`config.mk`:
```
export PLATFORM = sky130hd
export DESIGN_NAME = usb_phy
export DESIGN_NICKNAME = d
export VERILOG_FILES = /design/src/hw/usb_phy_pkg.sv /design/src/hw/usb_line_filter.sv /design/src/hw/usb_discon_detect.sv /design/src/hw/usb_tx.sv /design/src/hw/usb_rx.sv /design/src/hw/usb_phy.sv
export SDC_FILE = /design/constraint.sdc
export NUM_CORES = 1
export LEC_CHECK = 0
export ABC_AREA = 1
export ABC_CLOCK_PERIOD_IN_PS = 3000
export BUFFER_PORTS_ARGS = -buffer_cell sky130_fd_sc_hd__clkbuf_2
export CORE_MARGIN = 4
export CORE_UTILIZATION = 45
export CTS_BUF_LIST = sky130_fd_sc_hd__clkbuf_4
export DETAILED_ROUTE_END_ITERATION = 8
export PLACE_DENSITY = 0.76
export SETUP_SLACK_MARGIN = 0.1
export SKIP_LAST_GASP = 1
export SYNTH_ARGS = -nofsm -noshare
export SYNTH_HDL_FRONTEND = slang
export SYNTH_SLANG_ARGS = --single-unit
```
`constraint.sdc`:
```
create_clock -name usb_clk -period 3 [get_ports usb_clk]
set_input_delay 0.45 -clock usb_clk [delete_from_list [all_inputs] [get_ports usb_clk]]
set_output_delay 0.45 -clock usb_clk [all_outputs]
set_load 0.005 [all_outputs]
```
`src/hw/usb_phy_pkg.sv`:
```
// USB PHY shared definitions

package usb_phy_pkg;

	// ------------------------------
	// line state
	// ------------------------------

	// the state of one port's pair, formed as {D-, D+}.
	// full-speed idle is j, with D+ pulled high by the device.
	typedef enum logic [1:0] {
		se0 = 2'b00,
		j   = 2'b01,
		k   = 2'b10,
		se1 = 2'b11
	} line_state_t;

	// ------------------------------
	// framing constants
	// ------------------------------

	// usb_clk cycles per 12 Mbit/s bit at 48 MHz.
	localparam logic [2:0] OVERSAMPLE = 3'd4;

	// sent least significant bit first, this gives KJKJKJKK on the line.
	localparam logic [7:0] SYNC_BYTE = 8'h80;

	// after this many ones in a row a zero is inserted.
	localparam logic [2:0] STUFF_LIMIT = 3'd6;

endpackage

```
`src/hw/usb_line_filter.sv`:
```
// USB line input filter
`timescale 1ns/1ps

module usb_line_filter import usb_phy_pkg::*; (
	input  logic        usb_clk,
	input  logic        usb_rst,
	input  logic        vp,
	input  logic        vm,
	output line_state_t line_state
);

	// two synchronizer stages, each holding {vm, vp}.
	logic [1:0] sync_q1;
	logic [1:0] sync_q2;
	// the two synchronized samples that came before sync_q2.
	logic [1:0] hist_q1;
	logic [1:0] hist_q2;

	// the raw pins are asynchronous to usb_clk, so they pass two flops first.
	// the output then only follows when three samples in a row agree, which
	// hides any glitch shorter than three cycles.
	always_ff @(posedge usb_clk) begin
		if (usb_rst) begin
			sync_q1    <= j;
			sync_q2    <= j;
			hist_q1    <= j;
			hist_q2    <= j;
			line_state <= j;
		end else begin
			sync_q1 <= {vm, vp};
			sync_q2 <= sync_q1;
			hist_q1 <= sync_q2;
			hist_q2 <= hist_q1;
			// otherwise the last agreed state is held.
			if ((sync_q2 == hist_q1) && (hist_q1 == hist_q2)) begin
				line_state <= line_state_t'(sync_q2);
			end
		end
	end

endmodule

```
`src/hw/usb_discon_detect.sv`:
```
// USB disconnect detector
`timescale 1ns/1ps

module usb_discon_detect import usb_phy_pkg::*; #(
	parameter int DISCON_CYCLES = 120
) (
	input  logic        usb_clk,
	input  logic        usb_rst,
	input  line_state_t line_state,
	output logic        discon
);

	localparam int CNT_W = $clog2(DISCON_CYCLES + 1);

	// consecutive cycles of se0 seen so far, saturating at DISCON_CYCLES.
	logic [CNT_W-1:0] se0_cnt;

	// with no device on the port the pull-downs hold the pair at se0.
	// any other line state means something is attached, so the count restarts.
	always_ff @(posedge usb_clk) begin
		if (usb_rst) begin
			se0_cnt <= '0;
		end else if (line_state != se0) begin
			se0_cnt <= '0;
		end else if (se0_cnt != CNT_W'(DISCON_CYCLES)) begin
			se0_cnt <= se0_cnt + 1'b1;
		end
	end

	// the counter only clears on the next edge, so the line state itself
	// also qualifies the flag to drop it as soon as the port leaves se0.
	assign discon = (se0_cnt == CNT_W'(DISCON_CYCLES)) && (line_state == se0);

endmodule

```
`src/hw/usb_tx.sv`:
```
// USB full-speed transmitter
`timescale 1ns/1ps

module usb_tx import usb_phy_pkg::*; (
	input  logic       usb_clk,
	input  logic       usb_rst,
	input  logic [7:0] tx_data,
	input  logic       tx_valid,
	input  logic       generate_reset,
	output logic       tx_ready,
	output logic       txp,
	output logic       txm,
	output logic       txoe
);

	typedef enum logic [2:0] {
		st_idle,
		st_sync,
		st_data,
		st_eop,
		st_reset
	} tx_state_t;

	// last cycle of a bit time, counted from zero.
	localparam logic [1:0] div_last = 2'(OVERSAMPLE - 3'd1);

	tx_state_t  state;
	logic [1:0] div;
	logic [7:0] sr;
	logic [2:0] cnt;
	logic [2:0] ones;
	logic       first_req;
	logic       buf_full;
	logic [7:0] data_buf;
	logic       tick;
	logic       stuff_now;
	logic       byte_end;
	logic [7:0] ld_byte;
	logic       ld_ok;

	// ------------------------------
	// next bit selection
	// ------------------------------

	// a new line symbol is chosen on the last cycle of each bit time.
	// cnt holds the bits still waiting in sr, so zero marks a byte boundary.
	// after sync the first byte comes from the buffer, later ones straight from tx_data.
	always_comb begin
		tick      = (state == st_sync || state == st_data || state == st_eop) &&
		            (div == div_last);
		stuff_now = (ones == STUFF_LIMIT);
		byte_end  = (cnt == 3'd0);
		ld_byte   = (state == st_sync) ? data_buf : tx_data;
		ld_ok     = (state == st_sync) ? buf_full : tx_valid;
		tx_ready  = (first_req & tx_valid) |
		            (tick & (state == st_data) & ~stuff_now & byte_end & tx_valid);
	end

	// the first byte is taken while sync is still on the line.
	always_ff @(posedge usb_clk) begin
		if (first_req && tx_valid) begin
			data_buf <= tx_data;
		end
	end

	// ------------------------------
	// state machine and line driver
	// ------------------------------

	// NRZI keeps the level for a one and toggles it for a zero. With txm equal to
	// ~txp in j and k, the new pair for bit b is {txp ^ b, txp ^ ~b}.
	always_ff @(posedge usb_clk) begin
		if (usb_rst) begin
			state     <= st_idle;
			div       <= 2'd0;
			cnt       <= 3'd0;
			ones      <= 3'd0;
			first_req <= 1'b0;
			buf_full  <= 1'b0;
			txoe      <= 1'b0;
			txp       <= 1'b1;
			txm       <= 1'b0;
		end else begin
			div       <= (state == st_idle) ? 2'd0 : div + 2'd1;
			first_req <= 1'b0;
			if (first_req) begin
				buf_full <= tx_valid;
			end
			case (state)
				st_idle: begin
					// bus reset wins over a pending packet.
					if (generate_reset) begin
						state <= st_reset;
						txoe  <= 1'b1;
						txp   <= 1'b0;
						txm   <= 1'b0;
					end else if (tx_valid) begin
						// the first sync bit goes out together with txoe.
						state     <= st_sync;
						txoe      <= 1'b1;
						first_req <= 1'b1;
						buf_full  <= 1'b0;
						sr        <= SYNC_BYTE >> 1;
						cnt       <= 3'd7;
						ones      <= SYNC_BYTE[0] ? 3'd1 : 3'd0;
						txp       <= txp ^ ~SYNC_BYTE[0];
						txm       <= txp ^ SYNC_BYTE[0];
					end
				end
				st_sync, st_data: begin
					if (tick) begin
						if (stuff_now) begin
							// stuffed zero, nothing leaves the shift register.
							ones <= 3'd0;
							txp  <= ~txp;
							txm  <= txp;
						end else if (!byte_end) begin
							sr   <= sr >> 1;
							cnt  <= cnt - 3'd1;
							ones <= sr[0] ? ones + 3'd1 : 3'd0;
							txp  <= txp ^ ~sr[0];
							txm  <= txp ^ sr[0];
						end else if (ld_ok) begin
							state <= st_data;
							sr    <= ld_byte >> 1;
							cnt   <= 3'd7;
							ones  <= ld_byte[0] ? ones + 3'd1 : 3'd0;
							txp   <= txp ^ ~ld_byte[0];
							txm   <= txp ^ ld_byte[0];
						end else begin
							// no byte for this boundary, so the packet ends.
							state <= st_eop;
							cnt   <= 3'd0;
							txp   <= 1'b0;
							txm   <= 1'b0;
						end
					end
				end
				st_eop: begin
					// two bit times of se0, one of j, then release the pair.
					if (tick) begin
						if (cnt == 3'd0) begin
							cnt <= 3'd1;
						end else if (cnt == 3'd1) begin
							cnt <= 3'd2;
							txp <= 1'b1;
							txm <= 1'b0;
						end else begin
							state <= st_idle;
							txoe  <= 1'b0;
						end
					end
				end
				default: begin
					// bus reset lasts as long as the request does.
					if (!generate_reset) begin
						state <= st_idle;
						txoe  <= 1'b0;
						txp   <= 1'b1;
						txm   <= 1'b0;
					end
				end
			endcase
		end
	end

endmodule

```
`src/hw/usb_rx.sv`:
```
// USB full-speed receiver
`timescale 1ns/1ps

module usb_rx import usb_phy_pkg::*; (
	input  logic        usb_clk,
	input  logic        usb_rst,
	input  logic        rxen,
	input  line_state_t line_state,
	output logic [7:0]  rx_data,
	output logic        rx_valid,
	output logic        rx_active
);

	// sampling point, half a bit time after the last edge.
	localparam logic [1:0] sample_phase = 2'(OVERSAMPLE >> 1);

	line_state_t ls_q;
	logic [1:0]  phase;
	logic        prev_dp;
	logic [2:0]  ones;
	logic [2:0]  bitcnt;
	logic [7:0]  shreg;
	logic        trans;
	logic        sample;
	logic        rx_bit;
	logic [7:0]  shreg_nxt;

	// ------------------------------
	// bit phase recovery
	// ------------------------------

	// every j/k edge restarts the phase count. The bit is taken two cycles later
	// and then every four cycles while the line holds still.
	always_comb begin
		trans     = ((ls_q == j) && (line_state == k)) || ((ls_q == k) && (line_state == j));
		sample    = (phase == sample_phase) && !trans;
		// no change since the last sample decodes as a one.
		rx_bit    = (line_state[0] == prev_dp);
		shreg_nxt = {rx_bit, shreg[7:1]};
	end

	always_ff @(posedge usb_clk) begin
		if (usb_rst) begin
			ls_q  <= j;
			phase <= 2'd0;
		end else begin
			ls_q  <= line_state;
			phase <= trans ? 2'd1 : phase + 2'd1;
		end
	end

	// ------------------------------
	// decode, destuff and assemble
	// ------------------------------

	// bits arrive least significant first, so they enter shreg from the top.
	// the same register hunts for sync and then gathers the data bytes.
	always_ff @(posedge usb_clk) begin
		if (usb_rst) begin
			prev_dp   <= 1'b1;
			ones      <= 3'd0;
			bitcnt    <= 3'd0;
			rx_valid  <= 1'b0;
			rx_active <= 1'b0;
		end else begin
			rx_valid <= 1'b0;
			if (!rxen) begin
				// our own transmission is on the pair, the idle level follows it.
				prev_dp   <= 1'b1;
				ones      <= 3'd0;
				rx_active <= 1'b0;
			end else if (sample) begin
				if (line_state == se0 || line_state == se1) begin
					// end of packet. Any partial byte is dropped.
					rx_active <= 1'b0;
				end else begin
					prev_dp <= line_state[0];
					if (!rx_active) begin
						// hunting for sync, the ones count runs but nothing is removed.
						shreg <= shreg_nxt;
						if (!rx_bit) begin
							ones <= 3'd0;
						end else if (ones != 3'd7) begin
							ones <= ones + 3'd1;
						end
						if (shreg_nxt == SYNC_BYTE) begin
							rx_active <= 1'b1;
							bitcnt    <= 3'd0;
						end
					end else if (ones == STUFF_LIMIT) begin
						// this bit must be a stuffed zero. A one here is an error.
						ones <= 3'd0;
						if (rx_bit) begin
							rx_active <= 1'b0;
						end
					end else begin
						shreg  <= shreg_nxt;
						ones   <= rx_bit ? ones + 3'd1 : 3'd0;
						bitcnt <= bitcnt + 3'd1;
						rx_valid <= (bitcnt == 3'd7);
					end
				end
			end
		end
	end

	// the byte is complete in the cycle rx_valid is high.
	assign rx_data = shreg;

endmodule

```
`src/hw/usb_phy.sv`:
```
// USB two-port PHY top level
`timescale 1ns/1ps

module usb_phy import usb_phy_pkg::*; #(
	parameter int DISCON_CYCLES = 120
) (
	input  logic        usb_clk,
	input  logic        usb_rst,

	input  logic        usba_vp_in,
	input  logic        usba_vm_in,
	output logic        usba_vp_out,
	output logic        usba_vm_out,
	output logic        usba_oe_n,

	input  logic        usbb_vp_in,
	input  logic        usbb_vm_in,
	output logic        usbb_vp_out,
	output logic        usbb_vm_out,
	output logic        usbb_oe_n,

	output logic        usba_discon,
	output logic        usbb_discon,

	output line_state_t line_state_a,
	output line_state_t line_state_b,

	input  logic        port_sel_rx,
	input  logic [1:0]  port_sel_tx,

	input  logic [7:0]  tx_data,
	input  logic        tx_valid,
	output logic        tx_ready,
	input  logic        generate_reset,

	output logic [7:0]  rx_data,
	output logic        rx_valid,
	output logic        rx_active
);

	logic        txp;
	logic        txm;
	logic        txoe;
	line_state_t rx_line_state;

	// ------------------------------
	// line inputs
	// ------------------------------

	usb_line_filter filter_a_i (
		.usb_clk    (usb_clk),
		.usb_rst    (usb_rst),
		.vp         (usba_vp_in),
		.vm         (usba_vm_in),
		.line_state (line_state_a)
	);

	usb_line_filter filter_b_i (
		.usb_clk    (usb_clk),
		.usb_rst    (usb_rst),
		.vp         (usbb_vp_in),
		.vm         (usbb_vm_in),
		.line_state (line_state_b)
	);

	// a long se0 means the device has gone, about 2.5 us by default.
	usb_discon_detect #(
		.DISCON_CYCLES (DISCON_CYCLES)
	) discon_a_i (
		.usb_clk    (usb_clk),
		.usb_rst    (usb_rst),
		.line_state (line_state_a),
		.discon     (usba_discon)
	);

	usb_discon_detect #(
		.DISCON_CYCLES (DISCON_CYCLES)
	) discon_b_i (
		.usb_clk    (usb_clk),
		.usb_rst    (usb_rst),
		.line_state (line_state_b),
		.discon     (usbb_discon)
	);

	// ------------------------------
	// transmit and receive
	// ------------------------------

	usb_tx tx_i (
		.usb_clk        (usb_clk),
		.usb_rst        (usb_rst),
		.tx_data        (tx_data),
		.tx_valid       (tx_valid),
		.generate_reset (generate_reset),
		.tx_ready       (tx_ready),
		.txp            (txp),
		.txm            (txm),
		.txoe           (txoe)
	);

	// only one port is listened to at a time.
	assign rx_line_state = port_sel_rx ? line_state_b : line_state_a;

	// the receiver is off while the transmitter owns any pair.
	usb_rx rx_i (
		.usb_clk    (usb_clk),
		.usb_rst    (usb_rst),
		.rxen       (~txoe),
		.line_state (rx_line_state),
		.rx_data    (rx_data),
		.rx_valid   (rx_valid),
		.rx_active  (rx_active)
	);

	// both ports see the same symbols, the enables pick which pads drive.
	assign usba_vp_out = txp;
	assign usba_vm_out = txm;
	assign usbb_vp_out = txp;
	assign usbb_vm_out = txm;
	assign usba_oe_n   = ~(txoe & port_sel_tx[0]);
	assign usbb_oe_n   = ~(txoe & port_sel_tx[1]);

endmodule

```
Word level (Yosys, flattened, before mapping)
Cells that the tools add are included.
{"block": "totals", "output_inout_bits": 23, "wordCells": 238, "inputBits": 19, "register_bits": 87}
{"block": "classes", "add_sub_neg": 8, "reduce_logical": 42, "bitwise": 25, "n_eq_ne": 42, "mux": 89}
{"operator": "$mux W3", "count": 34}
{"operator": "$mux W8", "count": 9}
{"operator": "$mux W1", "count": 38}
{"operator": "$pmux W3 S3", "count": 2}
{"operator": "$pmux W8 S2", "count": 1}
{"operator": "$reduce_and A5 Y1", "count": 3}
{"operator": "$add A7 B1 Y7 const B", "count": 2}
{"operator": "$eq A7 B7 Y1 const B", "count": 2}
{"operator": "$ne A2 B2 Y1 const B", "count": 7}
{"operator": "$ne A7 B7 Y1 const B", "count": 2}
{"operator": "$reduce_and A7 Y1", "count": 2}
{"operator": "$not A1 Y1", "count": 13}
{"operator": "$reduce_and A6 Y1", "count": 2}
{"operator": "$reduce_or A2 Y1", "count": 6}
{"operator": "$eq A2 B2 Y1 const B", "count": 5}
{"operator": "$add A3 B1 Y3 const B", "count": 3}
{"operator": "$eq A3 B3 Y1 const B", "count": 3}
{"operator": "$logic_and A1 B1 Y1", "count": 9}
{"operator": "$ne A3 B3 Y1 const B", "count": 3}
{"operator": "$pmux W1 S3", "count": 3}
{"operator": "$eq A2 B2 Y1", "count": 4}
{"operator": "$eq A8 B8 Y1 const B", "count": 1}
{"operator": "$reduce_and A8 Y1", "count": 1}
{"operator": "$reduce_bool A2 Y1", "count": 4}
{"operator": "25 further kinds", "count": 47}

Depth between registers and ports, before layout
Gate-level depths: netlist of the first run.
{"block": "depth", "word_depth": 9, "mapped_depth": 12, "depth_no_buf": 12}

By module
A second synthesis of the first run with hierarchy kept.
{"block": "hier_totals", "cells_unflattened": 552, "area_unflattened_um2": 4264.1}
{"module": "usb_tx", "seq_area_each_um2": 770.7, "area_each_um2": 1796.7, "n_inst": 1, "cells_per_inst": 242}
{"module": "usb_rx", "seq_area_each_um2": 500.5, "area_each_um2": 993.5, "n_inst": 1, "cells_per_inst": 110}
{"module": "usb_discon_detect", "seq_area_each_um2": 140.1, "area_each_um2": 374.1, "n_inst": 2, "cells_per_inst": 54}
{"module": "usb_line_filter", "seq_area_each_um2": 200.2, "area_each_um2": 336.6, "n_inst": 2, "cells_per_inst": 40}
{"module": "usb_phy", "seq_area_each_um2": 0.0, "area_each_um2": 52.6, "n_inst": 1, "cells_per_inst": 12}

Worst setup path after synthesis of the first run
Ideal clock, no wire load.
{"block": "synth_timing", "kind": "input to register", "from": "in port_sel_rx", "to": "reg rx_i.shreg[0], in the netlist rx_i.rx_data[0] (enable)", "required_ps": 2605, "cell_stages": 6, "setup_ps": 395, "path_slack_ps": 479, "t_arrival_ps": 2127, "path_buffers": 0, "cell_sequence": "o21ai_2 > inv_1 > ha_1 > inv_1 > nand4_1 > nor4_1"}
{"block": "synth_between", "elab_chain_len": 7, "word_cells_on_any_way": 13, "cone_classes": "eq/ne: 3; mux: 1; bitwise: 1; reduce/logical: 8"}
{"element": "start: declaration", "line_no": "usb_phy.sv:28", "text": "input logic port_sel_rx,"}
{"element": "$mux W2 *", "line_no": "usb_phy.sv:102", "text": "assign rx_line_state = port_sel_rx ? line_state_b : line_state_a;"}
{"element": "$eq A2 B2 Y1 / $eq A2 B1 Y1 (equally long branches)", "line_no": "usb_rx.sv:35", "text": "trans = ((ls_q == j) && (line_state == k)) || ((ls_q == k) && (line_state == j));"}
{"element": "$logic_and A1 B1 Y1", "line_no": "usb_rx.sv:35"}
{"element": "$logic_or A1 B1 Y1", "line_no": "usb_rx.sv:35"}
{"element": "$logic_not A1 Y1", "line_no": "usb_rx.sv:36", "text": "sample = (phase == sample_phase) && !trans;"}
{"element": "$logic_and A1 B1 Y1", "line_no": "usb_rx.sv:36"}
{"element": "$reduce_and A5 Y1 (no source line) *"}
{"element": "end signal: assignment", "line_no": "usb_rx.sv:80", "text": "shreg <= shreg_nxt;"}
{"element": "end signal: assignment", "line_no": "usb_rx.sv:97", "text": "shreg <= shreg_nxt;"}
{"element": "end: declaration", "line_no": "usb_rx.sv:22", "text": "logic [7:0] shreg;"}
Every way passes the cells marked *; elsewhere a longest branch is shown, timed or not.
A chain may end at the register's enable or synchronous reset.

Worst setup path in the final report of the first run
{"block": "layout_timing", "from": "reg tx_i.cnt[0]", "to": "out tx_ready"}
{"block": "layout_between", "elab_chain_len": 4}
{"element": "start: declaration", "line_no": "usb_tx.sv:30", "text": "logic [2:0] cnt;"}
{"element": "start signal: assignment", "line_no": "usb_tx.sv:119", "text": "cnt <= cnt - 3'd1;"}
{"element": "$logic_not A3 Y1", "line_no": "usb_tx.sv:52", "text": "byte_end = (cnt == 3'd0);"}
{"element": "$and A1 B1 Y1 (2 in a row)", "line_no": "usb_tx.sv:56", "text": "(tick & (state == st_data) & ~stuff_now & byte_end & tx_valid);"}
{"element": "$or A1 B1 Y1", "line_no": "usb_tx.sv:55", "text": "tx_ready = (first_req & tx_valid) |"}
{"element": "end: declaration", "line_no": "usb_phy.sv:33", "text": "output logic tx_ready,"}
No other way between the ends.

==> run metrics, run 1 <==
initial standard-cell utilization of the core 46.4%; Final Max Slew Viols 0; net count of the finished layout 591; Post-Syn Area 4070 um^2; total number of placement rows 34; Yosys warning count 0; relative contribution of the clock network to total power 20.6%; horizontal die dimension 103 um; Worst Path Arrival 2.13 ns; highest achievable clock rate 388 MHz; via count 3370; # setup viols final 0; worst hold path endpoint filter_a_i.sync_q1[0]; worst slew margin relative to its limit 68.5%; r2r setup slk 0.74 ns; HPWL after detailed placement 6.03 mm; Die Y-Extent 103 um; Layout Skew 0.0249 ns; CTS H-tree lvls 3; Worst Hold Slack 0.196 ns; Post-Synthesis Net Count 546; proportion of power drawn by flip-flops and latches 43.7%; TritonCTS clock tree built; routed wirelength normalized by instance count 11.9 um; highest-delay cell along the critical path sky130_fd_sc_hd__dfxtp_1; average footprint of a synthesized cell 7.99 um^2; startpoint type of the worst setup path flip-flop; number of enable flip-flop cells after synthesis 23; source of the worst hold timing path usba_vp_in; run status finished, final reports clean; fraction of the core area covered by cells at the end of the flow 51.6%; portion of the post-synthesis area used by sequential elements 48.0%; Top-Level Pins 42; total DRC errors in the routed layout 0; capture instance of the worst register-to-register path rx_i.bitcnt[1]; Worst R2R Start filter_a_i.line_state[0]; instance count along the most critical hold path 2; net switching power of the design 1270 uW; die area 10600 um^2; Lkg Pwr 0.00201 uW; critical path cell sequence inv_1 -> ha_1 -> nand2_1 -> clkinvlp_4 -> nand2_1 -> o41ai_1 -> clkbuf_2; placeable core region 8760 um^2; total of hold buffers inserted after clock tree synthesis 0; Top cell by count, worst path sky130_fd_sc_hd__nand2_1; buffer type at the clock tree root sky130_fd_sc_hd__clkbuf_4; internal power summed over all cells 2000 uW; 1st-iter DRT viols 147; worst setup path class flip-flop to output port; drt via density 5.05; commonest register cell after synthesis sky130_fd_sc_hd__dfxtp_1; number of antenna diodes 0; pin count of the biggest net entering global routing 31; r2r worst-path depth 10; gpl congestion 1.00; Total Wirelength 7.92 mm; count of final hold-check violations 0; drt first pass iters 5; maximum single-stage delay on the critical path 0.35 ns; power per standard cell area 723 nW/um^2; crit-path max FO 15; number of antenna violations at the first check in global routing 0; count of buffers from port buffering 41; vias in the first global route 3301; unrepaired setup endpoints after global routing false; combinational share of power 35.6%; Max IR drop VDD 0.475 mV; antenna-violating nets left 0; number of distinct library cells after synthesis 40; CTS buffer count 9; wire length of the first global-routing pass 13.9 mm; Min Clock Period, post-route 2.58 ns; clock net sink count 86; global router's overall resource usage 16.2%; layout cell share with drive strength beyond 1 16.1%; post-synthesis cell count 509; total of max-cap violations 0; final clock period utilization by the worst path 85.9%; clock latency on the worst-skew pair 0.43 ns; required arrival time at the worst endpoint 2.55 ns; final-layout setup total negative slack 0 ns; nature of the critical path endpoint output port; transition time of the tightest slew-check pin 0.468 ns; fraction of registers with async set or reset after synthesis 0%; area overhead of the layout relative to synthesis 11.2%; Hold Path Class primary input to flip-flop; clock-pin slew of the registers on the worst-case setup and hold paths 0.14 ns; number of register bits inferred by synthesis 86; switching portion of total power 38.9%; maximum buffer depth of the clock tree 2; total overflow reported by the global router 0
-- timing repair --
action / in CTS / in global routing
setup endpoints to repair: 0 / 1
buffers inserted: 0 / 0
gates resized for setup: 0 / 1
-- power groups by stage --
stage	Combinational, uW	Sequential, uW	Clock [uW]
2_1_floorplan	947	1430	0
3_3_place_gp	1130	1450	0
3_5_place_dp	1160	1460	0
4_1_cts	1160	1430	696
5_1_grt	1350	1450	755
6_report	1170	1430	674
-- cell usage after synthesis (all sizes together) (5+ instances only) --
cell	count	area, um^2
nand2	85	339
nor2	77	304
inv	73	274
dfxtp	63	1260
o21ai	36	195
nand3	35	180
a21oi	33	169
edfxtp	23	691
ha	18	225
nor3	17	101
or2	11	68.8
buf	6	43.8
clkbuf	5	18.8
nand4	5	31.3
-- placed cells by master (no fill, tap or decap), types with 3 or more instances in the layout --
cell	instances
sky130_fd_sc_hd__o21ai_0	33
sky130_fd_sc_hd__nand4_1	5
sky130_fd_sc_hd__edfxtp_1	23
sky130_fd_sc_hd__inv_2	4
sky130_fd_sc_hd__clkbuf_4	10
sky130_fd_sc_hd__dfxtp_1	63
sky130_fd_sc_hd__nor2_1	73
sky130_fd_sc_hd__xnor2_1	3
sky130_fd_sc_hd__nor3_1	15
sky130_fd_sc_hd__inv_1	68
sky130_fd_sc_hd__and3_1	3
sky130_fd_sc_hd__o211ai_1	3
sky130_fd_sc_hd__nor2_2	3
sky130_fd_sc_hd__or2_2	10
sky130_fd_sc_hd__clkbuf_2	41
sky130_fd_sc_hd__ha_1	18
sky130_fd_sc_hd__a211oi_1	3
sky130_fd_sc_hd__nand2_1	81
sky130_fd_sc_hd__nand3_1	34
sky130_fd_sc_hd__a21oi_1	32
sky130_fd_sc_hd__buf_4	4
-- cell families (layout without fill, tap and decap cells) --
logic type	Yosys count	in the layout	share of synthesized area (%)
AOI/OAI and AO/OA	80	80	11.0
xor gates and xnor gates	4	4	0.862
adders and majority gates	18	18	5.54
buffers and inverters	84	134	8.28
DFF	86	86	48.0
and+or+nand+nor	237	237	26.4
-- layer usage --
metal,global-route usage (%),up-vias,wire (um)
li1,-,1745,-
met1,19.3,1534,3620
met2,28.6,87,3840
met3,4.74,4,409
met4,4.18,0,48
met5,0,-,0
-- flip-flops by register name, indices dropped and copies added (netlist names), 3 cells and up --
name                count
discon_a_i.se0_cnt      7
discon_b_i.se0_cnt      7
rx_i.bitcnt             3
rx_i.ones               3
rx_i.rx_data            8
tx_i.cnt                3
tx_i.data_buf           8
tx_i.ones               3
tx_i.sr                 7
tx_i.state              3
-- worst max-delay path, delay by kind of cell, from the launching register on --
kind,cells,cell delay [ns]
and+or+nand+nor,2,0.37
buffers and inverters,3,0.55
AOI/OAI and AO/OA,1,0.24
adders and majority gates,1,0.19
DFF,1,0.35
-- cell type report --
type,instances,area [um^2]
Fill cell,829,4240
Clock inverter,6,68.8
Sequential cell,86,1950
Timing Repair Buffer,45,235
Tap cell,108,135
Multi-Input combinational cell,339,1780
Inverter,73,278
Clock buffer,10,75.1
-- through the flow --
stage	power (uW)	std cells	instance area (um^2)	setup WS (ns)
5_1_grt	3560	667	4520	0.149
2_1_floorplan	2380	509	4070	0.479
4_1_cts	3280	667	4520	0.318
3_5_place_dp	2610	651	4370	0.619
6_report	3270	667	4520	0.424
3_3_place_gp	2580	651	4370	0.778
-- worst max path at each step --
stage / cells after the start / startpoint / to / slack (ns)
4_1_cts: 7 / tx_i.cnt[0] / tx_ready / 0.32
2_1_floorplan: 6 / port_sel_rx / rx_i.rx_data[0] / 0.48
5_1_grt: 7 / tx_i.cnt[0] / tx_ready / 0.15
3_3_place_gp: 10 / port_sel_rx / rx_i.bitcnt[1] / 0.78
3_5_place_dp: 10 / port_sel_rx / rx_i.bitcnt[0] / 0.62
6_report: 7 / tx_i.cnt[0] / tx_ready / 0.42
Power figures use the tool's default switching activity.
==> run 2: changes to the inputs <==
--- a/config.mk
+++ b/config.mk
@@ -5,7 +5,7 @@
 export SDC_FILE = /design/constraint.sdc
 export NUM_CORES = 1
 export LEC_CHECK = 0
-export ABC_AREA = 1
+export ABC_AREA = 0
 export ABC_CLOCK_PERIOD_IN_PS = 3000
 export BUFFER_PORTS_ARGS = -buffer_cell sky130_fd_sc_hd__clkbuf_2
 export CORE_MARGIN = 4
@@ -15,6 +15,7 @@
 export PLACE_DENSITY = 0.76
 export SETUP_SLACK_MARGIN = 0.1
 export SKIP_LAST_GASP = 1
+export SLEW_MARGIN = 20
 export SYNTH_ARGS = -nofsm -noshare
 export SYNTH_HDL_FRONTEND = slang
 export SYNTH_SLANG_ARGS = --single-unit
==> run 2 against run 1 <==
  * Utilization barely moved
  * Register-to-register slack worse by 0.48 ns
  * Critical path depth unchanged
  * Synthesized area is 1.8% higher
  * Total power shrank 28%
  * Cell count shrank 15%
  * Global-route usage is 1.1 points lower
  * Sequential share of layout area is 0.44 points lower
  * Maximum frequency is 6.1% lower
  * Die area rose by 1.7%
  * Hold slack got worse by 0.014 ns
  * Critical path type is now flip-flop to flip-flop
==> run metrics, run 2 <==
run status finished, final reports clean (unchanged); largest family of logic cells by synthesized area simple AND/OR/NAND/NOR gates (unchanged); most common library cell in the layout ignoring fill and taps sky130_fd_sc_hd__dfxtp_1 (was sky130_fd_sc_hd__nand2_1); share of the synthesized area in compound gates (AO/OA/AOI/OAI) 15.3% (was 11.0%); routed wirelength normalized by instance count 14.2 um (was 11.9 um); 1st-iter DRT viols 161 (was 147); portion of the post-synthesis area used by sequential elements 47.1% (was 48.0%); top cells by count, synth sky130_fd_sc_hd__dfxtp_1 (63), sky130_fd_sc_hd__nor2_1 (39), sky130_fd_sc_hd__edfxtp_1 (23), sky130_fd_sc_hd__nand2_1 (23) (was sky130_fd_sc_hd__nand2_1 (81), sky130_fd_sc_hd__nor2_1 (73), sky130_fd_sc_hd__inv_1 (69)); commonest cells after routing, fill and taps aside sky130_fd_sc_hd__dfxtp_1 (63), sky130_fd_sc_hd__clkbuf_2 (41), sky130_fd_sc_hd__nor2_1 (38), sky130_fd_sc_hd__nand2_1 (23), sky130_fd_sc_hd__edfxtp_1 (23) (was sky130_fd_sc_hd__nand2_1 (81), sky130_fd_sc_hd__nor2_1 (73), sky130_fd_sc_hd__inv_1 (68), sky130_fd_sc_hd__dfxtp_1 (63), sky130_fd_sc_hd__clkbuf_2 (41)); share of synthesized cell area in full adder, half adder and majority cells 5.44% (was 5.54%); Worst Hold Slack 0.183 ns (was 0.196 ns); final-layout setup total negative slack 0 ns (unchanged); nature of the critical path endpoint flip-flop (was output port); Post-Syn Area 4140 um^2 (was 4070 um^2); final cell count without fillers 569 (was 667); global router's overall resource usage 15.1% (was 16.2%); count of final hold-check violations 0 (unchanged); crit-path max FO 8 (was 15); total of hold buffers inserted after clock tree synthesis 0 (unchanged); commonest register cell after synthesis sky130_fd_sc_hd__dfxtp_1 (unchanged); Layout Skew 0.0269 ns (was 0.0249 ns); buffer type at the clock tree root sky130_fd_sc_hd__clkbuf_4 (unchanged); xor and xnor fraction of the mapped netlist area 2.51% (was 0.862%); Cells after DPL 553 (was 651); required arrival time at the worst endpoint 3.10 ns (was 2.55 ns); post-cts sizing count 0 (unchanged); power per standard cell area 514 nW/um^2 (was 723 nW/um^2); transition time of the tightest slew-check pin 0.650 ns (was 0.468 ns); Total Wirelength 8.08 mm (was 7.92 mm); switching portion of total power 28.8% (was 38.9%); total DRC errors in the routed layout 0 (unchanged); wire length of the first global-routing pass 13.8 mm (was 13.9 mm); start point of the critical path filter_b_i.line_state[1] (was tx_i.cnt[0]); Hold Path Class primary input to flip-flop (unchanged); met1 demand-to-capacity share in global routing 19.3% (about the same); Top-Level Pins 42 (unchanged); worst slew margin relative to its limit 56.1% (was 68.5%); pin count of the biggest net entering global routing 35 (was 31); busiest grt layer met2 (unchanged); proportion of power drawn by flip-flops and latches 55.0% (was 43.7%); TritonCTS clock tree built (unchanged); area overhead of the layout relative to synthesis 10.3% (was 11.2%); total number of placement rows 34 (unchanged); number of antenna diodes 0 (unchanged); layout cell share with drive strength beyond 1 18.4% (was 16.1%); Final Max Slew Viols 0 (unchanged); fraction of synthesized cell area taken by the top area cell type 30.5% (was 31.0%); Worst R2R Start filter_b_i.line_state[1] (was filter_a_i.line_state[0]); initial standard-cell utilization of the core 46.8% (was 46.4%); area fraction in and, or, nand and nor cells after synthesis 20.7% (was 26.4%); post-synthesis cell count 422 (was 509); via count 3214 (was 3370); global-route track usage on met3 3.97% (was 4.74%); startpoint type of the worst setup path flip-flop (unchanged); number of register bits inferred by synthesis 86 (unchanged); mux share of post-synthesis cell area 4.44% (was 0%); Yosys warning count 0 (unchanged); Die Y-Extent 104 um (was 103 um); die area 10800 um^2 (was 10600 um^2); net count of the finished layout 493 (was 591); Max IR drop VDD 0.319 mV (was 0.475 mV); total overflow reported by the global router 0 (unchanged); Global Route met2 Usage 25.4% (was 28.6%); number of antenna violations at the first check in global routing 0 (unchanged); drt first pass iters 4 (was 5); Min Clock Period, post-route 2.74 ns (was 2.58 ns); clock-pin slew of the registers on the worst-case setup and hold paths 0.15 ns (was 0.14 ns); clock latency on the worst-skew pair 0.45 ns (was 0.43 ns); Post-Synthesis Net Count 459 (was 546); post-synthesis cell type with the largest combined area sky130_fd_sc_hd__dfxtp_1 (unchanged); placeable core region 8850 um^2 (was 8760 um^2); source of the worst hold timing path tx_data[5] (was usba_vp_in); Lkg Pwr 0.00166 uW (was 0.00201 uW); fraction of registers with async set or reset after synthesis 0% (unchanged); CTS H-tree lvls 3 (unchanged); number of distinct library cells after synthesis 65 (was 40); cell types with the largest area share after synthesis sky130_fd_sc_hd__dfxtp_1 (30%), sky130_fd_sc_hd__edfxtp_1 (17%), sky130_fd_sc_hd__ha_1 (5.4%), sky130_fd_sc_hd__mux2i_1 (4.1%), sky130_fd_sc_hd__nor2_1 (3.5%) (was sky130_fd_sc_hd__dfxtp_1 (31%), sky130_fd_sc_hd__edfxtp_1 (17%), sky130_fd_sc_hd__nand2_1 (7.5%), sky130_fd_sc_hd__nor2_1 (6.7%), sky130_fd_sc_hd__inv_1 (6.4%)); highest achievable clock rate 364 MHz (was 388 MHz); post-CTS setup buffer count 0 (unchanged); Worst Path Arrival 2.84 ns (was 2.13 ns); # setup viols final 0 (unchanged); relative contribution of the clock network to total power 29.3% (was 20.6%); final clock period utilization by the worst path 91.5% (was 85.9%); antenna-violating nets left 0 (unchanged); total of max-cap violations 0 (unchanged); gpl congestion 0.842 (was 1.00); unrepaired setup endpoints after global routing false (unchanged); HPWL after detailed placement 5.81 mm (was 6.03 mm); horizontal die dimension 104 um (was 103 um); count of buffers from port buffering 41 (unchanged); drt via density 5.65 (was 5.05); internal power summed over all cells 1670 uW (was 2000 uW); number of enable flip-flop cells after synthesis 23 (unchanged); most common cell in the synthesized netlist sky130_fd_sc_hd__dfxtp_1 (was sky130_fd_sc_hd__nand2_1); CTS buffer count 9 (unchanged); net switching power of the design 675 uW (was 1270 uW); total power after layout 2350 uW (was 3270 uW); vias in the first global route 3038 (was 3301); combinational share of power 15.7% (was 35.6%); clock net sink count 86 (unchanged); worst setup path class flip-flop to flip-flop (was flip-flop to output port); average footprint of a synthesized cell 9.81 um^2 (was 7.99 um^2); maximum buffer depth of the clock tree 2 (unchanged)
## run 2: changes by cell type in the layout (fill, tap and decap cells not counted), sizes merged, moves of 9 or more
cell	delta
mux2i	+18
inv	-54
nor2	-38
nand2	-62
nor2b	+10
a21oi	-14
o21ai	-23
nand3	-19
or3	+9
## run 2: metal layers
metal,vias to the layer above,part of all wire (%)
li1,1601,-
met1,1536,47
met2,67,47
met3,10,4.8
met4,0,1.1
met5,-,0
## run 2: path summary, 6_finish.rpt
path / cells after the start / slack [ns] / to
worst min register to register: 1 / 0.43 / filter_a_i.sync_q2[0]
worst max register to register: 7 / 0.26 / rx_i.rx_data[6]
worst min-delay path: 1 / 0.18 / tx_i.data_buf[5]
worst max-delay path: 7 / 0.26 / rx_i.rx_data[6]
## run 2: kinds of logic (layout without fill, tap and decap cells)
family	after synthesis	count (layout)
buffers and inverters	42	81
xor gates and xnor gates	11	11
and+or+nand+nor	161	161
muxes	18	18
adders and majority gates	18	18
DFF	86	86
AOI/OAI and AO/OA	86	86
## run 2: cell type report
type                    count  area, um^2
repair buffers             47         263
clock buffers              10        75.1
well taps                 108         135
flip-flops and latches     86        1950
fillers                   824        4280
clock inverters             6        70.1
multi-input cells         294        2010
inverters                  18        67.6
## run 2: power groups by stage
stage / Combinational [uW] / Sequential, uW / Clock [uW]
floorplan: 297 / 1290 / 0
global placement: 361 / 1310 / 0
detailed placement: 368 / 1320 / 0
CTS: 370 / 1290 / 706
global route: 411 / 1300 / 761
finish: 369 / 1290 / 688
## run 2: worst max-delay path, stage by stage (launching register included)
cell and delay [ns]:
sky130_fd_sc_hd__dfxtp_1 0.37, sky130_fd_sc_hd__mux2i_1 0.26, sky130_fd_sc_hd__inv_1 0.09, sky130_fd_sc_hd__ha_1 0.18, sky130_fd_sc_hd__and3b_1 0.21, sky130_fd_sc_hd__or4b_4 0.53
sky130_fd_sc_hd__or3_4 0.42, sky130_fd_sc_hd__nor2_2 0.34
## run 2: stage by stage
step	instance area, um^2	worst slack [ns]	utilization (%)
after detailed placement	4420	0.00995	50.0
final	4570	0.256	51.6
after global routing	4570	0.123	51.6
after global placement	4420	0.102	50.0
after CTS	4570	0.269	51.6
after floorplan	4140	0.205	-
